`src/uart_pkg.sv`:
```
package uart_pkg;

    // Serial frame is fixed at 8N1
    localparam int DATA_BITS = 8;   // Data bits per frame, LSB first

    // Transmitter FSM
    typedef enum logic [1:0] {
        TX_IDLE  = 2'd0,    // Line parked high
        TX_START = 2'd1,    // Start bit, line low
        TX_DATA  = 2'd2,    // Shifting out data bits
        TX_STOP  = 2'd3     // Stop bit, line high
    } tx_state_t;

    // Receiver FSM
    typedef enum logic [1:0] {
        RX_IDLE  = 2'd0,    // Waiting for a falling edge
        RX_START = 2'd1,    // Half bit wait, then recheck the start bit
        RX_DATA  = 2'd2,    // Sampling data bits at mid-bit
        RX_STOP  = 2'd3     // Sampling the stop bit
    } rx_state_t;

endpackage

```
`src/bus_pkg.sv`:
```
package bus_pkg;

    // Wishbone side widths
    localparam int ADDR_W = 2;      // Word address, four slots
    localparam int DATA_W = 8;      // One byte per access

    // Register map
    typedef enum logic [ADDR_W-1:0] {
        REG_TXDATA = 2'd0,          // Write starts a frame
        REG_RXDATA = 2'd1,          // Read clears valid and overrun
        REG_STATUS = 2'd2           // Read only
    } reg_addr_t;

    // Status register bit positions
    localparam int STAT_TX_BUSY    = 0;
    localparam int STAT_RX_VALID   = 1;
    localparam int STAT_RX_OVERRUN = 2;
    localparam int STAT_FRAME_ERR  = 3;   // Stop bit of last byte was low

endpackage

```
`src/wb_if.sv`:
```
`timescale 1ns/1ps

// Wishbone classic, single slave side, no error or retry
interface wb_if;

    logic [bus_pkg::ADDR_W-1:0] adr;     // Word address
    logic [bus_pkg::DATA_W-1:0] dat_w;   // Master to slave data
    logic [bus_pkg::DATA_W-1:0] dat_r;   // Slave to master data
    logic                       we;      // 1 = write
    logic                       stb;     // Strobe, valid access
    logic                       cyc;     // Bus cycle in progress
    logic                       ack;     // One cycle per access

    // Master holds request fields until ack is seen
    modport master (
        output adr, dat_w, we, stb, cyc,
        input  dat_r, ack
    );

    modport slave (
        input  adr, dat_w, we, stb, cyc,
        output dat_r, ack
    );

endinterface

```
`src/uart_tx.sv`:
```
`timescale 1ns/1ps

module uart_tx #(
    parameter int BAUD      = 115200,
    parameter int CLK_FREQ  = 50_000_000,
    parameter int ACC_WIDTH = 16            // Phase accumulator width
) (
    input  logic                       sourceClk,
    input  logic                       rst_n,
    input  logic                       start,   // Sampled only in idle
    input  logic [bus_pkg::DATA_W-1:0] data,    // Byte to send
    output logic                       line,    // Serial out, idle high
    output logic                       busy,
    output logic                       done     // One cycle at end of stop bit
);

    // Rounded phase step, 64-bit math so fast baud rates do not overflow
    localparam longint INC_L = ((longint'(BAUD) << (ACC_WIDTH - 4))
                               + longint'(CLK_FREQ >> 5)) / longint'(CLK_FREQ >> 4);
    localparam logic [ACC_WIDTH:0] INC      = (ACC_WIDTH + 1)'(INC_L);
    localparam logic [2:0]         LAST_BIT = 3'(uart_pkg::DATA_BITS - 1);

    uart_pkg::tx_state_t        state;
    logic [ACC_WIDTH-1:0]       acc;
    logic [ACC_WIDTH:0]         sum;
    logic                       tick;       // Carry out of the accumulator
    logic [bus_pkg::DATA_W-1:0] shift;
    logic [2:0]                 bit_cnt;

    assign sum  = {1'b0, acc} + INC;
    assign tick = sum[ACC_WIDTH];
    assign busy = (state != uart_pkg::TX_IDLE);  // Falls together with done

    always_ff @(posedge sourceClk) begin
        if (!rst_n) begin
            state   <= uart_pkg::TX_IDLE;
            line    <= 1'b1;
            done    <= 1'b0;
            acc     <= '0;
            bit_cnt <= '0;
        end else begin
            done <= 1'b0;
            acc  <= tick ? '0 : sum[ACC_WIDTH-1:0];  // Restart phase at each bit edge
            case (state)
                uart_pkg::TX_IDLE: begin
                    acc <= '0;
                    if (start) begin
                        state <= uart_pkg::TX_START;
                        line  <= 1'b0;                // Start bit
                    end
                end
                uart_pkg::TX_START: if (tick) begin
                    state   <= uart_pkg::TX_DATA;
                    line    <= shift[0];              // LSB first
                    bit_cnt <= '0;
                end
                uart_pkg::TX_DATA: if (tick) begin
                    if (bit_cnt == LAST_BIT) begin
                        state <= uart_pkg::TX_STOP;
                        line  <= 1'b1;                // Stop bit
                    end else begin
                        line    <= shift[0];
                        bit_cnt <= bit_cnt + 3'd1;
                    end
                end
                uart_pkg::TX_STOP: if (tick) begin
                    state <= uart_pkg::TX_IDLE;
                    done  <= 1'b1;
                end
            endcase
        end
    end

    // Shift register, next bit always at position 0
    always_ff @(posedge sourceClk) begin
        if (state == uart_pkg::TX_IDLE && start)
            shift <= data;
        else if (tick && (state == uart_pkg::TX_START || state == uart_pkg::TX_DATA))
            shift <= shift >> 1;
    end

endmodule

```
`src/uart_rx.sv`:
```
`timescale 1ns/1ps

module uart_rx #(
    parameter int BAUD      = 115200,
    parameter int CLK_FREQ  = 50_000_000,
    parameter int ACC_WIDTH = 16
) (
    input  logic                       sourceClk,
    input  logic                       rst_n,
    input  logic                       line,       // Async serial in
    output logic [bus_pkg::DATA_W-1:0] data,       // Stable while idle after valid
    output logic                       valid,      // One cycle after stop sample
    output logic                       frame_err   // Stop bit was low
);

    // Same rounded phase step as the transmitter
    localparam longint INC_L = ((longint'(BAUD) << (ACC_WIDTH - 4))
                               + longint'(CLK_FREQ >> 5)) / longint'(CLK_FREQ >> 4);
    localparam logic [ACC_WIDTH:0] INC      = (ACC_WIDTH + 1)'(INC_L);
    localparam logic [ACC_WIDTH:0] INC2     = INC << 1;   // Half bit in start state
    localparam logic [2:0]         LAST_BIT = 3'(uart_pkg::DATA_BITS - 1);

    uart_pkg::rx_state_t        state;
    logic                       line_meta;  // First sync stage
    logic                       line_sync;
    logic                       line_prev;  // For edge detect
    logic [ACC_WIDTH-1:0]       acc;
    logic [ACC_WIDTH:0]         step;
    logic [ACC_WIDTH:0]         sum;
    logic                       tick;
    logic [bus_pkg::DATA_W-1:0] shift;
    logic [2:0]                 bit_cnt;

    assign step = (state == uart_pkg::RX_START) ? INC2 : INC;
    assign sum  = {1'b0, acc} + step;
    assign tick = sum[ACC_WIDTH];
    assign data = shift;

    always_ff @(posedge sourceClk) begin
        if (!rst_n) begin
            state     <= uart_pkg::RX_IDLE;
            line_meta <= 1'b1;              // Idle level, no false edge out of reset
            line_sync <= 1'b1;
            line_prev <= 1'b1;
            acc       <= '0;
            bit_cnt   <= '0;
            valid     <= 1'b0;
            frame_err <= 1'b0;
        end else begin
            line_meta <= line;
            line_sync <= line_meta;
            line_prev <= line_sync;
            valid     <= 1'b0;
            acc       <= tick ? '0 : sum[ACC_WIDTH-1:0];
            case (state)
                uart_pkg::RX_IDLE: begin
                    acc <= '0;
                    if (line_prev && !line_sync)   // Falling edge, start bit begins
                        state <= uart_pkg::RX_START;
                end
                uart_pkg::RX_START: if (tick) begin
                    // Mid start bit, a high line means a glitch
                    if (!line_sync) begin
                        state   <= uart_pkg::RX_DATA;
                        bit_cnt <= '0;
                    end else begin
                        state <= uart_pkg::RX_IDLE;
                    end
                end
                uart_pkg::RX_DATA: if (tick) begin
                    bit_cnt <= bit_cnt + 3'd1;
                    if (bit_cnt == LAST_BIT)
                        state <= uart_pkg::RX_STOP;
                end
                uart_pkg::RX_STOP: if (tick) begin
                    state     <= uart_pkg::RX_IDLE;
                    valid     <= 1'b1;
                    frame_err <= !line_sync;      // Stop bit must be high
                end
            endcase
        end
    end

    // LSB arrives first, so shift in from the top
    always_ff @(posedge sourceClk) begin
        if (state == uart_pkg::RX_DATA && tick)
            shift <= {line_sync, shift[bus_pkg::DATA_W-1:1]};
    end

endmodule

```
`src/uart_regs.sv`:
```
`timescale 1ns/1ps

module uart_regs #(
    parameter int BAUD      = 115200,
    parameter int CLK_FREQ  = 50_000_000,
    parameter int ACC_WIDTH = 16
) (
    input  logic sourceClk,
    input  logic rst_n,
    wb_if.slave  bus,
    output logic tx_line,
    input  logic rx_line
);

    bus_pkg::reg_addr_t         addr;
    logic                       req;        // New access, not yet acked
    logic                       tx_wr;
    logic                       accept;     // Access completes, ack next cycle
    logic                       rd_rx;
    logic                       tx_start;
    logic                       tx_busy;
    logic [bus_pkg::DATA_W-1:0] rx_byte;
    logic                       rx_pulse;
    logic                       rx_ferr;
    logic [bus_pkg::DATA_W-1:0] rx_data;    // Holding register, one byte deep
    logic                       rx_valid;
    logic                       rx_overrun;
    logic                       frame_err;
    logic [bus_pkg::DATA_W-1:0] status;
    logic [bus_pkg::DATA_W-1:0] rd_mux;

    assign addr  = bus_pkg::reg_addr_t'(bus.adr);
    assign req   = bus.cyc && bus.stb && !bus.ack;
    assign tx_wr = req && bus.we && (addr == bus_pkg::REG_TXDATA);

    // TXDATA write waits for the transmitter, everything else goes straight through
    assign accept   = req && !(tx_wr && tx_busy);
    assign tx_start = tx_wr && !tx_busy;
    assign rd_rx    = accept && !bus.we && (addr == bus_pkg::REG_RXDATA);

    always_comb begin
        status                           = '0;
        status[bus_pkg::STAT_TX_BUSY]    = tx_busy;
        status[bus_pkg::STAT_RX_VALID]   = rx_valid;
        status[bus_pkg::STAT_RX_OVERRUN] = rx_overrun;
        status[bus_pkg::STAT_FRAME_ERR]  = frame_err;
        case (addr)
            bus_pkg::REG_RXDATA: rd_mux = rx_data;
            bus_pkg::REG_STATUS: rd_mux = status;
            default:             rd_mux = '0;    // TXDATA and the spare slot read 0
        endcase
    end

    always_ff @(posedge sourceClk) begin
        if (!rst_n) bus.ack <= 1'b0;
        else        bus.ack <= accept;           // Single cycle, req is masked by ack
    end

    always_ff @(posedge sourceClk) begin
        if (accept && !bus.we) bus.dat_r <= rd_mux;  // Captured before read-clear
    end

    // RX holding state, a new byte wins over a same-cycle read
    always_ff @(posedge sourceClk) begin
        if (!rst_n) begin
            rx_valid   <= 1'b0;
            rx_overrun <= 1'b0;
            frame_err  <= 1'b0;
        end else begin
            if (rd_rx) begin
                rx_valid   <= 1'b0;
                rx_overrun <= 1'b0;
            end
            if (rx_pulse) begin
                rx_valid  <= 1'b1;
                frame_err <= rx_ferr;
                if (rx_valid && !rd_rx) rx_overrun <= 1'b1;  // Previous byte lost
            end
        end
    end

    always_ff @(posedge sourceClk) begin
        if (rx_pulse) rx_data <= rx_byte;
    end

    uart_tx #(.BAUD(BAUD), .CLK_FREQ(CLK_FREQ), .ACC_WIDTH(ACC_WIDTH)) i_uart_tx (
        .sourceClk, .rst_n,
        .start (tx_start),
        .data  (bus.dat_w),
        .line  (tx_line),
        .busy  (tx_busy),
        .done  ()                                // busy already marks frame end
    );

    uart_rx #(.BAUD(BAUD), .CLK_FREQ(CLK_FREQ), .ACC_WIDTH(ACC_WIDTH)) i_uart_rx (
        .sourceClk, .rst_n,
        .line      (rx_line),
        .data      (rx_byte),
        .valid     (rx_pulse),
        .frame_err (rx_ferr)
    );

endmodule

```
`src/wb_arbiter.sv`:
```
`timescale 1ns/1ps

module wb_arbiter (
    input  logic sourceClk,
    input  logic rst_n,
    wb_if.slave  m_a,       // Port a master
    wb_if.slave  m_b,       // Port b master
    wb_if.master s          // Shared slave
);

    typedef enum logic {
        ARB_IDLE = 1'b0,    // Nobody owns the bus
        ARB_BUSY = 1'b1     // last_b names the owner
    } arb_state_t;

    arb_state_t state;
    logic       last_b;     // 1 = b granted last, also current owner when busy
    logic       pick_b;
    logic       own_cyc;
    logic       gnt_a;
    logic       gnt_b;

    // Round robin, the master not served last wins a tie
    assign pick_b  = m_b.cyc && (!m_a.cyc || !last_b);
    assign own_cyc = last_b ? m_b.cyc : m_a.cyc;
    assign gnt_a   = (state == ARB_BUSY) && !last_b;
    assign gnt_b   = (state == ARB_BUSY) && last_b;

    always_ff @(posedge sourceClk) begin
        if (!rst_n) begin
            state  <= ARB_IDLE;
            last_b <= 1'b1;                 // Port a first after reset
        end else if (state == ARB_IDLE) begin
            if (m_a.cyc || m_b.cyc) begin
                state  <= ARB_BUSY;
                last_b <= pick_b;
            end
        end else if (!own_cyc) begin
            state <= ARB_IDLE;              // Owner ended its cycle
        end
    end

    // Request path from the owner only
    assign s.cyc   = gnt_a ? m_a.cyc   : gnt_b ? m_b.cyc : 1'b0;
    assign s.stb   = gnt_a ? m_a.stb   : gnt_b ? m_b.stb : 1'b0;
    assign s.we    = last_b ? m_b.we    : m_a.we;
    assign s.adr   = last_b ? m_b.adr   : m_a.adr;
    assign s.dat_w = last_b ? m_b.dat_w : m_a.dat_w;

    // Response path, the waiting master sees nothing
    assign m_a.ack   = gnt_a && s.ack;
    assign m_b.ack   = gnt_b && s.ack;
    assign m_a.dat_r = gnt_a ? s.dat_r : '0;
    assign m_b.dat_r = gnt_b ? s.dat_r : '0;

endmodule

```
`src/uart_top.sv`:
```
`timescale 1ns/1ps

module uart_top #(
    parameter int BAUD      = 115200,
    parameter int CLK_FREQ  = 50_000_000,
    parameter int ACC_WIDTH = 16
) (
    input  logic                       sourceClk,
    input  logic                       rst_n,
    // Wishbone master a
    input  logic [bus_pkg::ADDR_W-1:0] a_adr,
    input  logic [bus_pkg::DATA_W-1:0] a_dat_w,
    input  logic                       a_we,
    input  logic                       a_stb,
    input  logic                       a_cyc,
    output logic [bus_pkg::DATA_W-1:0] a_dat_r,
    output logic                       a_ack,
    // Wishbone master b
    input  logic [bus_pkg::ADDR_W-1:0] b_adr,
    input  logic [bus_pkg::DATA_W-1:0] b_dat_w,
    input  logic                       b_we,
    input  logic                       b_stb,
    input  logic                       b_cyc,
    output logic [bus_pkg::DATA_W-1:0] b_dat_r,
    output logic                       b_ack,
    // Serial lines
    output logic                       tx_line,
    input  logic                       rx_line
);

    wb_if m_a ();
    wb_if m_b ();
    wb_if s_bus ();         // Arbiter to register block

    assign m_a.adr   = a_adr;
    assign m_a.dat_w = a_dat_w;
    assign m_a.we    = a_we;
    assign m_a.stb   = a_stb;
    assign m_a.cyc   = a_cyc;
    assign a_dat_r   = m_a.dat_r;
    assign a_ack     = m_a.ack;

    assign m_b.adr   = b_adr;
    assign m_b.dat_w = b_dat_w;
    assign m_b.we    = b_we;
    assign m_b.stb   = b_stb;
    assign m_b.cyc   = b_cyc;
    assign b_dat_r   = m_b.dat_r;
    assign b_ack     = m_b.ack;

    wb_arbiter i_wb_arbiter (
        .sourceClk, .rst_n,
        .m_a (m_a.slave),
        .m_b (m_b.slave),
        .s   (s_bus.master)
    );

    uart_regs #(.BAUD(BAUD), .CLK_FREQ(CLK_FREQ), .ACC_WIDTH(ACC_WIDTH)) i_uart_regs (
        .sourceClk, .rst_n,
        .bus     (s_bus.slave),
        .tx_line (tx_line),
        .rx_line (rx_line)
    );

endmodule

```
`config.mk`:
```
export PLATFORM = sky130hd
export DESIGN_NAME = uart_top
export DESIGN_NICKNAME = d
export VERILOG_FILES = /design/src/uart_pkg.sv /design/src/bus_pkg.sv /design/src/wb_if.sv /design/src/uart_tx.sv /design/src/uart_rx.sv /design/src/uart_regs.sv /design/src/wb_arbiter.sv /design/src/uart_top.sv
export SDC_FILE = /design/constraint.sdc
export NUM_CORES = 1
export LEC_CHECK = 0
export ABC_AREA = 0
export BUFFER_PORTS_ARGS = -buffer_cell sky130_fd_sc_hd__buf_2
export CORE_MARGIN = 2
export CORE_UTILIZATION = 45
export DETAILED_ROUTE_END_ITERATION = 8
export HOLD_SLACK_MARGIN = 0.05
export PLACE_DENSITY_LB_ADDON = 0.2
export SLEW_MARGIN = 10
export SYNTH_ARGS = -nofsm -noshare
export SYNTH_HDL_FRONTEND = slang
export SYNTH_HIERARCHICAL = 1
export SYNTH_SLANG_ARGS = --single-unit
```
`constraint.sdc`:
```
create_clock -name sourceClk -period 3.1 [get_ports sourceClk]
set_input_delay 0.62 -clock sourceClk [delete_from_list [all_inputs] [get_ports sourceClk]]
set_output_delay 0.62 -clock sourceClk [all_outputs]
set_load 0.02 [all_outputs]
```
# Word level (Yosys, flattened, before mapping)
# Cells that the tools add are included.
[totals] ff_bits=86 in_bits=29 out_inout_bits=19 elab_cells=148
[op_classes] n_addsub=4 n_eq_ne=22 mux=49 n_bitwise=2 reduce_logical=49
[ops] op="8-bit two-way mux" n=5
[ops] op="2-bit two-way mux" n=12
[ops] op="2-bit inequality test (second input constant)" n=12
[ops] op="1-bit logical AND" n=19
[ops] op="1-bit two-way mux" n=19
[ops] op="3-bit two-way mux" n=6
[ops] op="16-bit by 8-bit adder with 17-bit output (second input constant)" n=1
[ops] op="16-bit by 9-bit adder with 17-bit output" n=1
[ops] op="2-bit one-hot mux with 4 select lines" n=2
[ops] op="8-bit one-hot mux with 2 select lines" n=1
[ops] op="3-bit one-hot mux with 2 select lines" n=2
[ops] op="4-bit AND reduction" n=3
[ops] op="2-bit == test (second input constant)" n=5
[ops] op="5-bit AND reduction" n=2
[ops] op="2-bit nonzero test" n=5
[ops] op="9-bit two-way mux" n=1
[ops] op="1-bit zero test" n=8
[ops] op="3-bit by 1-bit adder with 3-bit output (second input constant)" n=2
[ops] op="2-bit by 1-bit == test with 1-bit output (second input constant)" n=3
[ops] op="3-bit == test (second input constant)" n=2
[ops] op="2-bit zero test" n=3
[ops] op="2-bit AND reduction" n=3
[ops] op="3-bit OR reduction" n=2
[ops] op="1-bit logical OR" n=3
[ops] op="other kinds (3)" n=4

# Longest topological paths before layout
# Gate-level depths: netlist of the first run.
[depth] word_depth=16 depth_mapped=11 ltp_nobuf=9

# Modules after synthesis
# Netlist of the first run, hierarchy kept.
[by_module_without_submodules] module="uart_rx" instances=1 cells_each=180 area_each_um2=1701.6 seq_area_each_um2=760.7
[by_module_without_submodules] module="uart_tx" instances=1 cells_each=153 area_each_um2=1545.2 seq_area_each_um2=700.7
[by_module_without_submodules] module="uart_regs" instances=1 cells_each=51 area_each_um2=788.3 seq_area_each_um2=560.5
[by_module_without_submodules] module="wb_arbiter" instances=1 cells_each=46 area_each_um2=435.4 seq_area_each_um2=40.0

# Least setup slack after synthesis of the first run
# No wires, ideal clock.
[synth_timing] path_type="register to register" startpoint="register i_uart_regs.i_uart_rx.state[0]" endpoint="register i_uart_regs.i_uart_rx.shift, in the netlist i_uart_regs/i_uart_rx/data[0], enable pin" setup_ns=0.383 arrival_time_ns=2.273 required_ns=2.717 setup_slack_ns=0.444 path_stages_with_launch=9 path_buffers=1 synth_period_minus_slack_ns=2.656 cell_sequence="dfxtp_1 > nor2b_2 > inv_1 > ha_1 > clkbuf_1 > nand2_1 > inv_1 > a311oi_1 > nor3_1"
[synth_between] elab_chain_len=4 elab_cells_between_ends=5 cone_classes="add/sub (1); eq/ne (2); mux (1); reduce/logical (1)"
[synth_rtl] item="from (decl)" line="uart_rx.sv:23" text="uart_pkg::rx_state_t state;"
[synth_rtl] item="from (signal assigned)" line="uart_rx.sv:41" text="state <= uart_pkg::RX_IDLE;"
[synth_rtl] item="from (signal assigned)" line="uart_rx.sv:59" text="state <= uart_pkg::RX_START;"
[synth_rtl] item="from (signal assigned)" line="uart_rx.sv:64" text="state <= uart_pkg::RX_DATA;"
[synth_rtl] item="2-bit by 1-bit == test with 1-bit output" line="uart_rx.sv:34" text="assign step = (state == uart_pkg::RX_START) ? INC2 : INC;"
[synth_rtl] item="9-bit two-way mux" line="uart_rx.sv:34"
[synth_rtl] item="16-bit by 9-bit adder with 17-bit output" line="uart_rx.sv:35" text="assign sum = {1'b0, acc} + step;"
[synth_rtl] item="1-bit logical AND (*)" line="uart_rx.sv:86" text="if (state == uart_pkg::RX_DATA && tick)"
[synth_rtl] item="to (signal assigned)" line="uart_rx.sv:87" text="shift <= {line_sync, shift[bus_pkg::DATA_W-1:1]};"
[synth_rtl] item="to (decl)" line="uart_rx.sv:31" text="logic [bus_pkg::DATA_W-1:0] shift;"
# Mark *: on every way between the ends. The rest lies on a longest branch, timed or not.
# A chain may end at the register's enable or synchronous reset.

# Final worst setup path of the first run
[layout_timing] startpoint="register i_uart_regs.i_uart_rx.state[0]" endpoint="register i_uart_regs.i_uart_rx.bit_cnt[0]"
[layout_between] elab_chain_len=5 elab_cells_between_ends=10 cone_classes="add/sub (1); eq/ne (5); mux (2); reduce/logical (2)"
[layout_rtl] item="2-bit by 1-bit == test with 1-bit output" line="uart_rx.sv:34, uart_rx.sv:55"
[layout_rtl] item="9-bit two-way mux" line="uart_rx.sv:34"
[layout_rtl] item="16-bit by 9-bit adder with 17-bit output" line="uart_rx.sv:35"
[layout_rtl] item="2-bit inequality test (no line)"
[layout_rtl] item="4-bit AND reduction (no line)"
[layout_rtl] item="to (signal assigned)" line="uart_rx.sv:71" text="bit_cnt <= bit_cnt + 3'd1;"
[layout_rtl] item="to (decl)" line="uart_rx.sv:32" text="logic [2:0] bit_cnt;"
# Several ways; a longest one is shown, not always the timed one.

==> metrics.txt, run 1 <==
Final Hold Viols 0; TritonCTS Buffers 9; area growth from synthesis to layout 12.02%; I/O Pins between 40 and 50; commonest non-fill, non-tap cell in the layout dfxtp_1; Skew-Pair Late Insertion Delay 0.36 ns; gr usage total roughly 16%; Post-Syn Instances 428; fillers 878; Placement Cell Area 0.004802 sq mm; Hold WS 0.4156 ns; drt initial violations 105; Post-CTS Setup Repair Bufs 0; hpwl dp between 6000 and 7000 um; WL final 8243 um; total negative slack 0 ns; CP arrival 2.98 ns; die width 103.4 um; critical path type reg -> reg; crit-path max FO 9; period utilisation layout 88.05%; CTS tree done; max-slew violation count 0; Wirelength per Cell 13.36 um; WHS Path Cells 1; Crit path max-delay family adder cells; CP peak stage delay 0.45 ns; HP Class reg -> reg; slowest CP cell dfxtp_1; Die Y 103.4 um; Worst Tran Pin Value 0.5903 ns; Nets approximately 520; Root Buffer clkbuf_8; commonest non-fill, non-tap cells in the layout 54 x dfxtp_1, 47 x buf_2, 36 x nor2_1; Initial Util between 40% and 50%; clk sinks 86; FF-to-FF path depth 10; Yosys warning count 6; worst-path cell chain nor2b_2, inv_1, nand2_1, ha_1, nand2b_1, maj3_1, a311oi_1, buf_4, nor4_1, mux2_2; CTS Buffer Depth 2; Startpoint Class flip-flop; Placement Rows 36; footprint of the multi-input gates ~0.0022 sq mm; final core utilization about half; syn_area_per_cell 10.38 sq um; Max Cap Viol 0; status finished clean; CP Data Required Time 3.35 ns; Final GP Congestion 0.7984; vias in the first global route a little over 3000; clk_skew 0.01222 ns; first-pass GRT wire length about 14000 um; Finished Cell Area 0.004979 sq mm; n_diodes 0; initial antenna violation count 0; antenna viol nets, final 0; post-DR vias/cell around 5.2; PortBufs 47; Clock Pin Slew Worst Setup and Hold Paths 0.09 ns; Final min period about 2.7 ns; pin count of the biggest net entering global routing 17; syn nets 472; Die ar. 0.01069 sq mm; Core ar. 0.009684 sq mm; residual DRC count 0; worst vdd ir 0.2456 mV; grt total ovfl 0; H-tree levels 3; unrepaired setup endpoints after global routing false; Buffers & Inverters on Critical Path 2; setup violators final 0; drt first pass iters 4; DR vias 3222; fraction of layout cells with a size suffix above 1 22.52%; storage element area 0.002042 sq mm; maximum clock frequency ~370 MHz; Leakage 1.922 nW; slew margin rel. roughly three fifths; Syn Std Cell Area between 0.004 and 0.005 sq mm; Stages on worst setup path 10; CP endpoint kind flip-flop; P per Cell Area ~460 mW/mm^2
per-stage QoR:
step,worst slack (ns),total power [W],cells
global placement,0.4174,0.001596,601
floorplan,0.4440,0.001521,428
detailed placement,0.2406,0.001605,601
global route,0.1098,0.002390,617
finish,0.3705,0.002275,617
CTS,0.2540,0.002307,617
worst paths after layout:
kind,from,end,slack [ns]
setup reg to reg,i_uart_regs/i_uart_rx/state[0]$_SDFFE_PN0P_,i_uart_regs/i_uart_rx/bit_cnt[0]$_SDFFE_PN0P_,0.37
setup / recovery,i_uart_regs/i_uart_rx/state[0]$_SDFFE_PN0P_,i_uart_regs/i_uart_rx/bit_cnt[0]$_SDFFE_PN0P_,0.37
hold reg to reg,i_uart_regs/i_uart_rx/line_meta$_SDFF_PN1_,i_uart_regs/i_uart_rx/line_sync$_SDFF_PN1_,0.42
hold / removal,i_uart_regs/i_uart_rx/line_meta$_SDFF_PN1_,i_uart_regs/i_uart_rx/line_sync$_SDFF_PN1_,0.42
layout make-up:
cell class	instances	area share, %
multi-input combinational	303	44.16
sequential	86	41.02
timing repair buffer	59	6.534
tap	133	3.343
clock buffer	10	2.563
inverter	20	1.508
clock inverter	6	0.8796
what timing repair did:
action / CTS / global route
hold buffers: 0 / 0
gates resized for setup: 0 / 1
setup endpoints to repair: 0 / 8
per-layer routing:
| layer | share of wire [%] | vias up | wire length [um] | global-route usage [%] |
|---|---|---|---|---|
| met5 | 0 | - | 0 | 0 |
| met4 | 1.7 | 0 | 144 | 6.680 |
| met3 | 3.1 | 10 | 253 | 2.621 |
| met2 | 48 | 58 | 3922 | 26.75 |
| met1 | 48 | 1510 | 3923 | 20.65 |
| li1 | - | 1644 | - | - |
where the power goes:
part | internal (W) | total [W] | leakage [nW] | switching [W]
clock | 0.000296 | 0.000696 | 0.0915 | 0.000399
combinational | 0.000156 | 0.000350 | 1.11 | 0.000194
sequential | 0.00119 | 0.00123 | 0.721 | 0.0000374
registers in the layout (all words and copies together) (netlist names), 2 cells and up, named ones only:
signal	flops
i_uart_regs/i_uart_tx/acc	16
i_uart_regs/i_uart_tx/bit_cnt	3
i_uart_regs/i_uart_rx/acc	16
i_uart_regs/i_uart_rx/data	8
i_uart_regs/i_uart_rx/bit_cnt	3
i_uart_regs/i_uart_tx/shift	8
i_uart_regs/rx_data	8
i_uart_regs/bus.dat_r	8
i_uart_regs/i_uart_tx/state	2
Power figures use the tool's default switching activity.
==> inputs of run 2 (changes only) <==
--- a/config.mk
+++ b/config.mk
@@ -9,6 +9,7 @@
 export BUFFER_PORTS_ARGS = -buffer_cell sky130_fd_sc_hd__buf_2
 export CORE_MARGIN = 2
 export CORE_UTILIZATION = 45
+export CTS_BUF_LIST = sky130_fd_sc_hd__clkbuf_2 sky130_fd_sc_hd__clkbuf_4 sky130_fd_sc_hd__clkbuf_8
 export DETAILED_ROUTE_END_ITERATION = 8
 export HOLD_SLACK_MARGIN = 0.05
 export PLACE_DENSITY_LB_ADDON = 0.2
==> metrics.txt, run 2 (same netlist as run 1, synthesis figures left out) <==
status finished clean; crit-path max FO 9; antenna viol nets, final 0; total negative slack 0 ns; Post-CTS Setup Repair Bufs 0; Final GP Congestion 0.7984; WL final 8258 um; Clock Pin Slew Worst Setup and Hold Paths 0.09 ns; Nets 523; CTS Buffer Depth 2; Core ar. 0.009684 sq mm; Placement Rows 36; slew margin rel. between 60% and 70%; n_diodes 0; CP Data Required Time between 3 and 4 ns; Final Hold Viols 0; area growth from synthesis to layout 12.11%; maximum clock frequency 366.1 MHz; period utilisation layout 88.11%; Startpoint Class flip-flop; fraction of layout cells with a size suffix above 1 22.73%; die width between 100 and 150 um; Wirelength per Cell 13.38 um; H-tree levels 3; drt initial violations 109; hpwl dp 6112 um; I/O Pins 48; clk sinks 86; Die ar. about 0.011 sq mm; residual DRC count 0; TritonCTS Buffers 9; CTS tree done; Die Y 103.4 um; grt total ovfl 0; registers with the most flip-flops i_uart_regs/i_uart_rx/acc x16, i_uart_regs/i_uart_tx/acc x16; P per Cell Area 458.4 mW/mm^2; pin count of the biggest net entering global routing 17; Worst R2R Setup Slack 0.37 ns; post-DR vias/cell ~5.2; CP endpoint kind flip-flop; first-pass GRT wire length 13540 um; Max Cap Viol 0; worst vdd ir 0.2457 mV; unrepaired setup endpoints after global routing false; HP Class reg -> reg; CP arrival 2.99 ns; Root Buffer clkbuf_8; DR vias approximately 3200; Worst Tran Pin Value 0.5898 ns; gr usage total 16.01%; Initial Util 45.89%; setup violators final 0; clk_skew 0.01247 ns; max-slew violation count 0; vias in the first global route 3009; PortBufs 47; initial antenna violation count 0; Skew-Pair Late Insertion Delay 0.36 ns; commonest non-fill, non-tap cells in the layout 54 x dfxtp_1, 47 x buf_2, 36 x nor2_1; Final min period 2.731 ns; Leakage approximately 1.9 nW; critical path type reg -> reg; commonest non-fill, non-tap cell in the layout dfxtp_1; final core utilization between 50% and 60%; drt first pass iters 4
## run 2: layout make-up
cell class	count	area, sq um
Clock buffer	10	131.4
Fill cell	876	4702
Timing Repair Buffer	59	325.3
Clock inverter	6	43.79
Inverter	20	75.07
Multi-Input combinational cell	303	2198
Sequential cell	86	2042
Tap cell	133	166.4
## run 2: power by group
group	switching (W)	internal (W)	leakage, nW
Clock	0.000399	0.000305	0.0949
Combinational	0.000194	0.000156	1.11
Sequential	0.0000376	0.00119	0.721
## run 2: through the flow
step	total power, W	instance area, sq um	hold WS, ns	setup WS [ns]	cells
4_1_cts	0.002315	4977	0.4163	0.2540	617
5_1_grt	0.002399	4982	0.4238	0.1098	617
3_5_place_dp	0.001605	4802	0.3937	0.2406	601
2_1_floorplan	0.001521	4444	0.3863	0.4440	428
3_3_place_gp	0.001596	4802	0.3887	0.4174	601
6_report	0.002284	4982	0.4157	0.3686	617
## run 2: final timing paths
path,cells after the start,startpoint,endpoint
worst max register to register,10,i_uart_regs/i_uart_rx/state[0]$_SDFFE_PN0P_,i_uart_regs/i_uart_rx/bit_cnt[0]$_SDFFE_PN0P_
worst min-delay path,1,i_uart_regs/i_uart_rx/line_meta$_SDFF_PN1_,i_uart_regs/i_uart_rx/line_sync$_SDFF_PN1_
worst min register to register,1,i_uart_regs/i_uart_rx/line_meta$_SDFF_PN1_,i_uart_regs/i_uart_rx/line_sync$_SDFF_PN1_
worst max-delay path,10,i_uart_regs/i_uart_rx/state[0]$_SDFFE_PN0P_,i_uart_regs/i_uart_rx/bit_cnt[0]$_SDFFE_PN0P_
## run 2: layer usage
| layer | part of all wire (%) | vias up | global-route usage (%) | wire (um) |
|---|---|---|---|---|
| li1 | - | 1643 | - | - |
| met1 | 48 | 1507 | 20.65 | 3948 |
| met2 | 48 | 52 | 26.70 | 3941 |
| met3 | 2.7 | 10 | 2.621 | 223 |
| met4 | 1.7 | 0 | 6.680 | 144 |
| met5 | 0 | - | 0 | 0 |
## run 2: critical path: stages (launching register included)
cell	delay, ns
dfxtp_1	0.45
nor2b_2	0.20
inv_1	0.15
nand2_1	0.13
ha_1	0.20
nand2b_1	0.09
maj3_1	0.41
a311oi_1	0.43
buf_4	0.23
nor4_1	0.07
mux2_2	0.27
## run 2: timing repair
item / 4_1_cts / 5_1_grt
hold buffers: 0 / 0
resized for setup: 0 / 1
setup endpoints to repair: 0 / 8
